## src/rtl/decode_params.svh

```systemverilog
`ifndef DECODE_PARAMS_SVH
`define DECODE_PARAMS_SVH

// datapath and field widths
`define DEC_XLEN  32
`define DEC_REG_W 5
`define DEC_OPC_W 5
`define DEC_EXC_W 8

// opcode map anchors
`define DEC_OPC_ALU_REG       5'd0
`define DEC_OPC_ALU_IMM       5'd1
`define DEC_OPC_LUI           5'd2
`define DEC_OPC_JMP           5'd12
`define DEC_OPC_SYSCALL       5'd15
`define DEC_OPC_FADD_FIRST    5'd16
`define DEC_OPC_SWAP_FIRST    5'd19
`define DEC_OPC_INVALID_FIRST 5'd23
`define DEC_OPC_INVALID_LAST  5'd30
`define DEC_OPC_PRIV          5'd31

// alu op used by the fetch-add middle step
`define DEC_ALU_ADD 5'd14

`define DEC_EXC_INVALID 8'h80
`define DEC_EXC_PRIV    8'h81

`endif

```

## src/rtl/decode_pkg.sv

```systemverilog
`default_nettype none
`include "decode_params.svh"

package decode_pkg;

  // normal layout keeps the register fields directly below the opcode
  typedef struct packed {
    logic [`DEC_OPC_W-1:0]                                  opcode;
    logic [`DEC_REG_W-1:0]                                  r_a;
    logic [`DEC_REG_W-1:0]                                  r_b;
    logic [`DEC_XLEN-`DEC_OPC_W-2*`DEC_REG_W-1:0]           payload;
  } instr_norm_t;

  // branch layout puts the condition code up top and the registers in the low bits
  typedef struct packed {
    logic [`DEC_OPC_W-1:0]                                  opcode;
    logic [`DEC_REG_W-1:0]                                  branch_code;
    logic [`DEC_XLEN-`DEC_OPC_W-3*`DEC_REG_W-1:0]           offset;
    logic [`DEC_REG_W-1:0]                                  r_a;
    logic [`DEC_REG_W-1:0]                                  r_b;
  } instr_br_t;

  // the opcode selects which layout a fetched word is read through
  typedef union packed {
    instr_norm_t norm;
    instr_br_t   br;
  } instr_t;

  // position of a micro-op inside a cracked atomic
  typedef logic [1:0] uop_step_t;

endpackage

`default_nettype wire

```

## src/rtl/instr_classify.sv

```systemverilog
`timescale 1ns/1ps
`default_nettype none
`include "decode_params.svh"

module instr_classify (
  input  wire decode_pkg::instr_t     cur_instr,
  input  wire                         kmode,
  input  wire                         inflight,
  output logic                        is_mem,
  output logic                        is_branch_op,
  output logic                        is_priv,
  output logic [`DEC_EXC_W-1:0]       exc_code
);

  logic [`DEC_OPC_W-1:0] opcode;
  logic [16:0]           payload;
  logic [`DEC_REG_W-1:0] alu_op;
  logic                  is_syscall;
  logic                  opc_invalid;
  logic                  bad_alu;
  logic                  bad_branch;
  logic                  bad_syscall;
  logic                  bad_priv;
  logic                  invalid_instr;
  logic                  priv_in_user;

  assign opcode  = cur_instr.norm.opcode;
  assign payload = cur_instr.norm.payload;

  // register form keeps the alu op lower in the word than the immediate form
  assign alu_op = (opcode == `DEC_OPC_ALU_REG) ? payload[9:5] : payload[16:12];

  // memory sits between lui and jmp, branches between jmp and syscall
  // a cracked slot always counts as memory class
  assign is_mem = inflight ||
    ((opcode > `DEC_OPC_LUI) && (opcode < `DEC_OPC_JMP));
  assign is_branch_op = (opcode >= `DEC_OPC_JMP) && (opcode < `DEC_OPC_SYSCALL);
  assign is_syscall   = (opcode == `DEC_OPC_SYSCALL);
  assign is_priv      = (opcode == `DEC_OPC_PRIV);
  assign opc_invalid  = (opcode >= `DEC_OPC_INVALID_FIRST) &&
                        (opcode <= `DEC_OPC_INVALID_LAST);

  assign bad_alu =
    ((opcode == `DEC_OPC_ALU_IMM) && (alu_op > 5'd18)) ||
    ((opcode == `DEC_OPC_ALU_REG) && (alu_op > 5'd22));
  assign bad_branch  = is_branch_op && (cur_instr.br.branch_code > 5'd18);
  // only syscall code 1 is defined
  assign bad_syscall = is_syscall && (payload[7:0] != 8'd1);
  // privileged type lives where the immediate-form alu op would be
  assign bad_priv    = is_priv && (payload[16:12] > 5'd4);

  assign invalid_instr = opc_invalid || bad_alu || bad_branch || bad_syscall || bad_priv;
  assign priv_in_user  = is_priv && !kmode;

  // micro-ops of a crack come from a word that already passed decode checks
  always_comb begin
    if (inflight) begin
      exc_code = '0;
    end else if (invalid_instr) begin
      exc_code = `DEC_EXC_INVALID;
    end else if (priv_in_user) begin
      exc_code = `DEC_EXC_PRIV;
    end else if (is_syscall) begin
      exc_code = payload[7:0];
    end else begin
      exc_code = '0;
    end
  end

endmodule

`default_nettype wire

```

## src/rtl/operand_select.sv

```systemverilog
`timescale 1ns/1ps
`default_nettype none
`include "decode_params.svh"

module operand_select (
  input  wire decode_pkg::instr_t     cur_instr,
  input  wire                         inflight,
  input  wire                         fetch_add_mode,
  input  wire decode_pkg::uop_step_t  step,
  output logic [`DEC_OPC_W-1:0]       opcode_eff,
  output logic [`DEC_REG_W-1:0]       alu_op_eff,
  output logic [`DEC_REG_W-1:0]       src_1,
  output logic [`DEC_REG_W-1:0]       src_2,
  output logic [`DEC_REG_W-1:0]       dst_1,
  output logic [`DEC_REG_W-1:0]       dst_2,
  output logic [`DEC_XLEN-1:0]        imm,
  output logic                        mem_load,
  output logic                        mem_store,
  output logic                        post_inc
);

  logic [`DEC_OPC_W-1:0] opcode;
  logic [16:0]           p;
  logic [`DEC_REG_W-1:0] rb_raw;
  logic                  br_fmt;
  logic [`DEC_REG_W-1:0] r_a;
  logic [`DEC_REG_W-1:0] r_b;
  logic [`DEC_REG_W-1:0] alu_op;
  logic                  is_abs;
  logic                  is_rel;
  logic                  is_immf;
  logic                  load_bit;
  logic [1:0]            inc_type;
  logic [`DEC_XLEN-1:0]  sext12;
  logic [`DEC_XLEN-1:0]  sext22;
  logic [`DEC_XLEN-1:0]  base_imm;
  logic                  no_src_1;
  logic                  alias_load;
  logic [`DEC_OPC_W-1:0] crack_form;
  logic [`DEC_REG_W-1:0] crack_base;
  logic                  crack_load;
  logic                  crack_add;
  logic                  crack_store;

  assign opcode = cur_instr.norm.opcode;
  assign p      = cur_instr.norm.payload;
  assign rb_raw = cur_instr.norm.r_b;

  // conditional branches (13, 14) move both registers into the low bits
  assign br_fmt = (opcode > `DEC_OPC_JMP) && (opcode < `DEC_OPC_SYSCALL);
  assign r_a    = br_fmt ? cur_instr.br.r_a : cur_instr.norm.r_a;
  assign r_b    = br_fmt ? cur_instr.br.r_b : cur_instr.norm.r_b;
  assign alu_op = (opcode == `DEC_OPC_ALU_REG) ? p[9:5] : p[16:12];

  // absolute memory forms are 3/6/9, relative 4/7/10 and immediate 5/8/11
  assign is_abs  = (opcode == 5'd3) || (opcode == 5'd6) || (opcode == 5'd9);
  assign is_rel  = (opcode == 5'd4) || (opcode == 5'd7) || (opcode == 5'd10);
  assign is_immf = (opcode == 5'd5) || (opcode == 5'd8) || (opcode == 5'd11);
  // immediate form has no room at bit 16, so the direction bit moves to 21
  assign load_bit = is_immf ? rb_raw[4] : p[16];
  // 0 offset, 1 pre-increment, 2 post-increment
  assign inc_type = p[15:14];

  assign sext12 = {{20{p[11]}}, p[11:0]};
  assign sext22 = {{10{rb_raw[4]}}, rb_raw, p};

  always_comb begin
    base_imm = '0;
    if (opcode == `DEC_OPC_ALU_IMM) begin
      // bitwise ops place a byte at a shifted lane, shifts take 5 bits
      if (alu_op <= 5'd6)
        base_imm = {24'd0, p[7:0]} << {p[9:8], 3'd0};
      else if (alu_op <= 5'd13)
        base_imm = {27'd0, p[4:0]};
      else
        base_imm = sext12;
    end else if (opcode == `DEC_OPC_LUI) begin
      base_imm = {rb_raw, p, 10'd0};
    end else if ((opcode == `DEC_OPC_JMP) || (opcode == 5'd22)) begin
      base_imm = sext22;
    end else if (is_abs) begin
      base_imm = sext12 << p[13:12];
    end else if (is_rel) begin
      base_imm = {{16{p[15]}}, p[15:0]};
    end else if (is_immf) begin
      base_imm = {{11{rb_raw[3]}}, rb_raw[3:0], p};
    end
  end

  // lui, pc-relative memory, jmp, syscall and alu op 6 never read r_b
  assign no_src_1 = (opcode == `DEC_OPC_LUI) || is_immf || (opcode == `DEC_OPC_JMP) ||
    (opcode == `DEC_OPC_SYSCALL) ||
    (((opcode == `DEC_OPC_ALU_REG) || (opcode == `DEC_OPC_ALU_IMM)) && (alu_op == 5'd6));

  assign post_inc = !inflight && is_abs && (inc_type == 2'd2);
  // post-increment load into its own base keeps only the base update
  assign alias_load = post_inc && load_bit && (r_a == r_b);

  // each atomic family comes as absolute, relative, immediate
  assign crack_form = fetch_add_mode ? (opcode - `DEC_OPC_FADD_FIRST) :
                                       (opcode - `DEC_OPC_SWAP_FIRST);
  assign crack_base  = (crack_form == 5'd2) ? '0 : p[16:12];
  assign crack_load  = (step == 2'd0);
  assign crack_add   = fetch_add_mode && (step == 2'd1);
  assign crack_store = fetch_add_mode ? (step == 2'd2) : (step == 2'd1);

  always_comb begin
    if (inflight) begin
      opcode_eff = crack_add ? `DEC_OPC_ALU_REG : (5'd3 + crack_form);
      alu_op_eff = crack_add ? `DEC_ALU_ADD : '0;
      // r_b of the atomic word carries the data register
      src_1      = crack_add ? rb_raw : crack_base;
      src_2      = (fetch_add_mode && !crack_load) ? r_a : rb_raw;
      dst_1      = r_a;
      imm        = crack_add ? '0 :
                   (crack_form == 5'd2) ? {{15{p[16]}}, p} : sext12;
      mem_load   = crack_load;
      mem_store  = crack_store;
    end else begin
      opcode_eff = opcode;
      alu_op_eff = alu_op;
      src_1      = no_src_1 ? '0 : r_b;
      // stores and privileged ops read r_a, only alu-reg reads r_c
      src_2      = ((is_abs || is_rel || is_immf) && !load_bit) ||
                   (opcode == `DEC_OPC_PRIV) ? r_a :
                   (opcode == `DEC_OPC_ALU_REG) ? p[4:0] : '0;
      dst_1      = ((opcode == `DEC_OPC_JMP) || (opcode == `DEC_OPC_SYSCALL) || alias_load) ?
                   '0 : r_a;
      imm        = base_imm;
      mem_load   = load_bit;
      mem_store  = !load_bit;
    end
  end

  // base write-back for pre and post increment
  assign dst_2 = (!inflight && is_abs && (inc_type != 2'd0)) ? r_b : '0;

endmodule

`default_nettype wire

```

## src/rtl/atomic_cracker.sv

```systemverilog
`timescale 1ns/1ps
`default_nettype none
`include "decode_params.svh"

module atomic_cracker (
  input  wire                         clk,
  input  wire                         rst,
  input  wire decode_pkg::instr_t     front_instr,
  input  wire                         stall,
  input  wire                         cancel,
  output decode_pkg::instr_t          cur_instr,
  output logic                        inflight,
  output logic                        fetch_add_mode,
  output decode_pkg::uop_step_t       step
);

  logic [`DEC_OPC_W-1:0] front_opc;
  logic                  front_fa;
  logic                  front_swap;
  logic                  start;
  logic                  last;
  logic                  active;
  logic                  fa_q;
  decode_pkg::uop_step_t step_q;
  decode_pkg::instr_t    held;

  assign front_opc  = front_instr.norm.opcode;
  assign front_fa   = (front_opc >= `DEC_OPC_FADD_FIRST) &&
                      (front_opc < `DEC_OPC_SWAP_FIRST);
  assign front_swap = (front_opc >= `DEC_OPC_SWAP_FIRST) &&
                      (front_opc < `DEC_OPC_SWAP_FIRST + 5'd3);

  // first micro-op is decoded straight from the frontend word
  assign start = !active && !cancel && (front_fa || front_swap);
  assign last  = fa_q ? (step_q == 2'd2) : (step_q == 2'd1);

  assign inflight       = active || start;
  assign cur_instr      = active ? held : front_instr;
  assign fetch_add_mode = active ? fa_q : front_fa;
  assign step           = active ? step_q : 2'd0;

  always_ff @(posedge clk) begin
    if (rst) begin
      active <= 1'b0;
      fa_q   <= 1'b0;
      step_q <= 2'd0;
    end else if (!stall) begin
      if (cancel) begin
        active <= 1'b0;
        step_q <= 2'd0;
      end else if (start) begin
        active <= 1'b1;
        fa_q   <= front_fa;
        step_q <= 2'd1;
      end else if (active) begin
        if (last) begin
          active <= 1'b0;
          step_q <= 2'd0;
        end else begin
          step_q <= step_q + 2'd1;
        end
      end
    end
  end

  // word stays parked here for the remaining micro-ops
  always_ff @(posedge clk) begin
    if (!stall && start) begin
      held <= front_instr;
    end
  end

endmodule

`default_nettype wire

```

## src/rtl/decode_stage.sv

```systemverilog
`timescale 1ns/1ps
`default_nettype none
`include "decode_params.svh"

module decode_stage (
  input  wire                         clk,
  input  wire                         rst,
  input  wire [`DEC_XLEN-1:0]         instr,
  input  wire [`DEC_XLEN-1:0]         pc,
  input  wire                         bubble_in,
  input  wire [`DEC_EXC_W-1:0]        exc_in,
  input  wire                         stall,
  input  wire                         flush,
  input  wire                         kmode,
  output logic [`DEC_OPC_W-1:0]       opcode_out,
  output logic [`DEC_REG_W-1:0]       alu_op_out,
  output logic [`DEC_REG_W-1:0]       s_1,
  output logic [`DEC_REG_W-1:0]       s_2,
  output logic [`DEC_REG_W-1:0]       tgt_1,
  output logic [`DEC_REG_W-1:0]       tgt_2,
  output logic [`DEC_XLEN-1:0]        imm_out,
  output logic [`DEC_REG_W-1:0]       branch_code_out,
  output logic [`DEC_XLEN-1:0]        pc_out,
  output logic                        is_load,
  output logic                        is_store,
  output logic                        is_branch,
  output logic                        is_post_inc,
  output logic                        is_atomic,
  output decode_pkg::uop_step_t       atomic_step,
  output logic [`DEC_EXC_W-1:0]       exc_out,
  output logic                        bubble_out,
  output logic                        decode_stall
);

  decode_pkg::instr_t    cur_instr;
  decode_pkg::uop_step_t step;
  logic                  inflight;
  logic                  fetch_add_mode;
  logic                  cancel;
  logic                  is_mem;
  logic                  is_branch_op;
  logic                  is_priv;
  logic [`DEC_EXC_W-1:0] exc_code;
  logic [`DEC_OPC_W-1:0] opcode_eff;
  logic [`DEC_REG_W-1:0] alu_op_eff;
  logic [`DEC_REG_W-1:0] src_1;
  logic [`DEC_REG_W-1:0] src_2;
  logic [`DEC_REG_W-1:0] dst_1;
  logic [`DEC_REG_W-1:0] dst_2;
  logic [`DEC_XLEN-1:0]  imm;
  logic                  mem_load;
  logic                  mem_store;
  logic                  post_inc;
  logic [`DEC_EXC_W-1:0] slot_exc;
  logic                  slot_kill;
  logic                  load_d;
  logic                  store_d;

  // redirects and incoming bubbles kill the slot and any crack
  assign cancel = flush || bubble_in;

  atomic_cracker atomic_cracker_inst (
    .clk            (clk),
    .rst            (rst),
    .front_instr    (instr),
    .stall          (stall),
    .cancel         (cancel),
    .cur_instr      (cur_instr),
    .inflight       (inflight),
    .fetch_add_mode (fetch_add_mode),
    .step           (step)
  );

  instr_classify instr_classify_inst (
    .cur_instr    (cur_instr),
    .kmode        (kmode),
    .inflight     (inflight),
    .is_mem       (is_mem),
    .is_branch_op (is_branch_op),
    .is_priv      (is_priv),
    .exc_code     (exc_code)
  );

  operand_select operand_select_inst (
    .cur_instr      (cur_instr),
    .inflight       (inflight),
    .fetch_add_mode (fetch_add_mode),
    .step           (step),
    .opcode_eff     (opcode_eff),
    .alu_op_eff     (alu_op_eff),
    .src_1          (src_1),
    .src_2          (src_2),
    .dst_1          (dst_1),
    .dst_2          (dst_2),
    .imm            (imm),
    .mem_load       (mem_load),
    .mem_store      (mem_store),
    .post_inc       (post_inc)
  );

  assign decode_stall = inflight;

  // frontend fault wins over anything found here
  assign slot_exc  = (exc_in != '0) ? exc_in : exc_code;
  assign slot_kill = cancel || (slot_exc != '0);
  assign load_d    = is_mem && mem_load;
  assign store_d   = is_mem && mem_store;

  always_ff @(posedge clk) begin
    if (rst) begin
      bubble_out  <= 1'b1;
      exc_out     <= '0;
      is_load     <= 1'b0;
      is_store    <= 1'b0;
      is_branch   <= 1'b0;
      is_post_inc <= 1'b0;
      is_atomic   <= 1'b0;
      atomic_step <= 2'd0;
      tgt_1       <= '0;
      tgt_2       <= '0;
    end else if (!stall) begin
      // a faulting slot stays live so the trap reaches write-back
      bubble_out  <= cancel;
      exc_out     <= cancel ? '0 : slot_exc;
      is_load     <= !slot_kill && load_d;
      is_store    <= !slot_kill && store_d;
      is_branch   <= !slot_kill && is_branch_op;
      is_post_inc <= !slot_kill && post_inc;
      is_atomic   <= !slot_kill && inflight;
      atomic_step <= slot_kill ? 2'd0 : step;
      // stores and privileged ops write no gpr
      tgt_1       <= (slot_kill || store_d || is_priv) ? '0 : dst_1;
      tgt_2       <= slot_kill ? '0 : dst_2;
    end
  end

  always_ff @(posedge clk) begin
    if (!stall) begin
      opcode_out      <= slot_kill ? '0 : opcode_eff;
      alu_op_out      <= slot_kill ? '0 : alu_op_eff;
      s_1             <= slot_kill ? '0 : src_1;
      s_2             <= slot_kill ? '0 : src_2;
      imm_out         <= slot_kill ? '0 : imm;
      branch_code_out <= slot_kill ? '0 : cur_instr.br.branch_code;
      pc_out          <= pc;
    end
  end

endmodule

`default_nettype wire

```

## config.mk

```make
export PLATFORM = sky130hd
export DESIGN_NAME = decode_stage
export DESIGN_NICKNAME = d
export VERILOG_FILES = /design/src/rtl/decode_pkg.sv /design/src/rtl/instr_classify.sv /design/src/rtl/operand_select.sv /design/src/rtl/atomic_cracker.sv /design/src/rtl/decode_stage.sv
export VERILOG_INCLUDE_DIRS = /design/src /design/src/rtl
export SDC_FILE = /design/constraint.sdc
export NUM_CORES = 1
export LEC_CHECK = 0
export BUFFER_PORTS_ARGS = -buffer_cell sky130_fd_sc_hd__buf_4
export CAP_MARGIN = 20
export CORE_UTILIZATION = 45
export DETAILED_ROUTE_END_ITERATION = 10
export PLACE_DENSITY = 0.76
export SYNTH_ARGS = -nofsm -noshare
export SYNTH_HDL_FRONTEND = slang
export SYNTH_HIERARCHICAL = 1
export SYNTH_SLANG_ARGS = --single-unit
```

## constraint.sdc

```tcl
create_clock -name clk -period 3.1 [get_ports clk]
set_input_delay 0.31 -clock clk [delete_from_list [all_inputs] [get_ports clk]]
set_output_delay 0.31 -clock clk [all_outputs]
set_load 0.005 [all_outputs]
```

==> flow_metrics.env <==
export IMPL_synthArstFlopShare_pct=0
export IMPL_vias=8047
export IMPL_syn_inst=847
export IMPL_yosysWarningCount=6
export IMPL_instances_no_fill=1394
export IMPL_crit_path_start_kind="flop"
export IMPL_synth_edf_count=121
export IMPL_status="finished, violations left"
export IMPL_rows=50
export IMPL_critPathKind="reg -> reg"
export IMPL_cts_buffer_depth=2
export IMPL_path_common_cell="clkbuf_16"
export IMPL_drt_wl_total_um=27400
export IMPL_cts_tree="built"
export IMPL_cts_sinks=151
export IMPL_synth_seq_area_share_pct=48.1
export IMPL_p_per_area_nw_per_um2=434
export IMPL_total_power_w=0.00530
export IMPL_setup_viol=32
export IMPL_die_w_um=142
export IMPL_pre_cts_slack_ns=-0.166
export IMPL_ctsHoldBuffers=0
export IMPL_dr_pass1_iters=5
export IMPL_synth_seq_cells=151
export IMPL_synthFlopType="edfxtp_1"
export IMPL_max_vdd_ir_drop_mv=0.372
export IMPL_grtUsageMet2_pct=43.1
export IMPL_slew_viol_final=0
export IMPL_yosys_top_cells_count="edfxtp_1, nand2_1, and2_1"
export IMPL_clock_latency_ns=0.43
export IMPL_worstPathRequired_ns=3.40
export IMPL_setup_slack_ns=-0.0385
export IMPL_use_met1_pct=32.4
export IMPL_grt_usage_pct=26.3
export IMPL_placedCellCount=1349
export IMPL_die_area_um2=20100
export IMPL_rsz0062_at_grt="yes"
export IMPL_violations="negative setup slack"
export IMPL_wl_per_cell_um=19.7
export IMPL_drc=0
export IMPL_cts_clk_slew_worst_paths_ns=0.06
export IMPL_antenna_found_initial=0
export IMPL_synthDominantCellAreaShare_pct=41.3
export IMPL_io_buffers=193
export IMPL_synth_area_um2=8810
export IMPL_busiest_layer="met2"
export IMPL_clk_root_buffer_cell="clkbuf_16"
export IMPL_worst_pin_slew_ns=0.756
export IMPL_synth_most_common_cell="edfxtp_1"
export IMPL_antenna_left=0
export IMPL_relSlewSlack_pct=49.2
export IMPL_drive_gt1_share_pct=38.3
export IMPL_fin_worst_skew_ns=0.00700
export IMPL_cpMaxStageDelayCell="a311o_1"
export IMPL_grt_met3_usage_pct=5.97
export IMPL_grt_pass1_wl_um=40300
export IMPL_overflow=0
export IMPL_yosys_area_top_type="edfxtp_1"
export IMPL_synth_avg_cell_area_um2=10.4
export IMPL_maxCapViolCount=0
export IMPL_n_antenna_cell=0
export IMPL_drt_vias_per_instance=5.77
export IMPL_cp_arrival_ns=3.44
export IMPL_fin_crit_sh_pct=101
export IMPL_cp_max_fo=24
export IMPL_initial_utilization_pct=46.5
export IMPL_synth_cell_types=85
export IMPL_cts_max_level=4
export IMPL_grt_start_max_net_pins=73
export IMPL_fp_coreArea_um2=19000
export IMPL_critical_path_cell_chain="buf_12 -> clkbuf_16 -> mux2_2 -> a211oi_2 -> nor4b_2 -> a311o_1 -> o31a_1 -> nor2_2 -> a21oi_2 -> nor4_4 -> buf_6 -> clkbuf_16 -> and2_1"
export IMPL_hold_path_class="in -> reg"
export IMPL_grt_pass1_vias=7555
export IMPL_cts_buffers=17
export IMPL_leakagePower_nw=5.11
export IMPL_place_gp_congestion=0.954
export IMPL_area_growth_pct=38.7
export IMPL_die_height_um=142
export IMPL_drt_iter0_markers=957
export IMPL_max_freq_ghz=0.319
export IMPL_rrSetupSlack_ns=-0.04
export IMPL_fin_crit_ns=3.14
export IMPL_cp_end_kind="flop"
export IMPL_hold_viol_final=0
export IMPL_synthTopCellsByArea="edfxtp_1, dfxtp_1, mux2_2"
export IMPL_ios=194
export IMPL_critical_path_max_stage_delay_ns=0.39
export IMPL_fin_nets=1205
export IMPL_dp_hpwl_um=19200
## stage by stage
stage                     area [µm²]  hold slack (ns)  TNS (ns)  util [%]
after floorplan                 8850            0.379         0         -
after global placement         11300            0.466    -0.774      59.4
after detailed placement       11300            0.466     -9.41      59.4
after CTS                      11900           0.0387         0      62.7
after global routing           12200           0.0382     -6.18      64.4
final                          12200           0.0540    -0.743      64.4
## final timing paths
| kind | from | end | cells past startpoint |
|---|---|---|---|
| worst max-delay path | atomic_cracker_inst/active | s_1[3] | 13 |
| worst min-delay path | pc[21] | pc_out[21] | 1 |
| worst max register to register | atomic_cracker_inst/active | s_1[3] | 13 |
| worst min register to register | bubble_out | bubble_out | 2 |
## logic make-up after synthesis
kind of cell	share of synthesized area (%)
other	0.0426
xor gates and xnor gates	1.49
DFF	48.1
and+or+nand+nor	17.3
muxes	8.50
AOI/OAI and AO/OA	18.7
buffers and inverters	5.02
adders and majority gates	0.852
## routing by layer
layer  wire length (µm)  vias up
met5                  0        -
met4               1010        0
met3               2390       80
met2              13000      457
met1              11000     3804
li1                   -     3706
## placed cells by master (no fill, tap or decap), drive strengths merged, types with 13 or more instances in the layout
cell / instances
nor3: 13
nand2: 62
mux2: 43
a22o: 25
inv: 22
nand3: 13
and2: 62
mux2i: 26
a22oi: 15
o22ai: 16
clkbuf: 25
edfxtp: 121
buf: 317
dfxtp: 30
nor2: 59
a21o: 13
o21ai: 42
a21oi: 54
## power breakdown
part	switching (W)	leakage [nW]	internal, W	total (W)
sequential	0.0000218	1.42	0.00226	0.00228
combinational	0.000484	3.41	0.000448	0.000932
clock	0.000824	0.276	0.00126	0.00209
total	0.00133	5.11	0.00397	0.00530
## registers in the layout (all words and copies together) (netlist names), 8 cells and up
name                      flops
atomic_cracker_inst/held     32
imm_out                      32
exc_out                       8
pc_out                       32
## critical path: cells and delay by family, from the launching register on
family / cells / cell delay [ns]
buffers and inverters: 4 / 0.67
AO/OA/AOI/OAI: 4 / 0.99
flip-flops: 1 / 0.36
AND/OR/NAND/NOR: 4 / 0.59
multiplexers: 1 / 0.37
## timing repair
item                                    in CTS  in global routing
cloned                                       0                  5
buffers inserted                             0                  8
resized for setup                            5                 31
pin swaps                                    1                 10
endpoints found under the setup margin      74                 74
## final cells by class
class,count,area (µm²)
multi-input combinational,607,4310
fill,1496,6740
inverter,22,86.3
timing repair buffer,322,2670
clock inverter,12,151
tap,260,325
sequential,151,4240
clock buffer,20,437
Power figures use the tool's default switching activity.
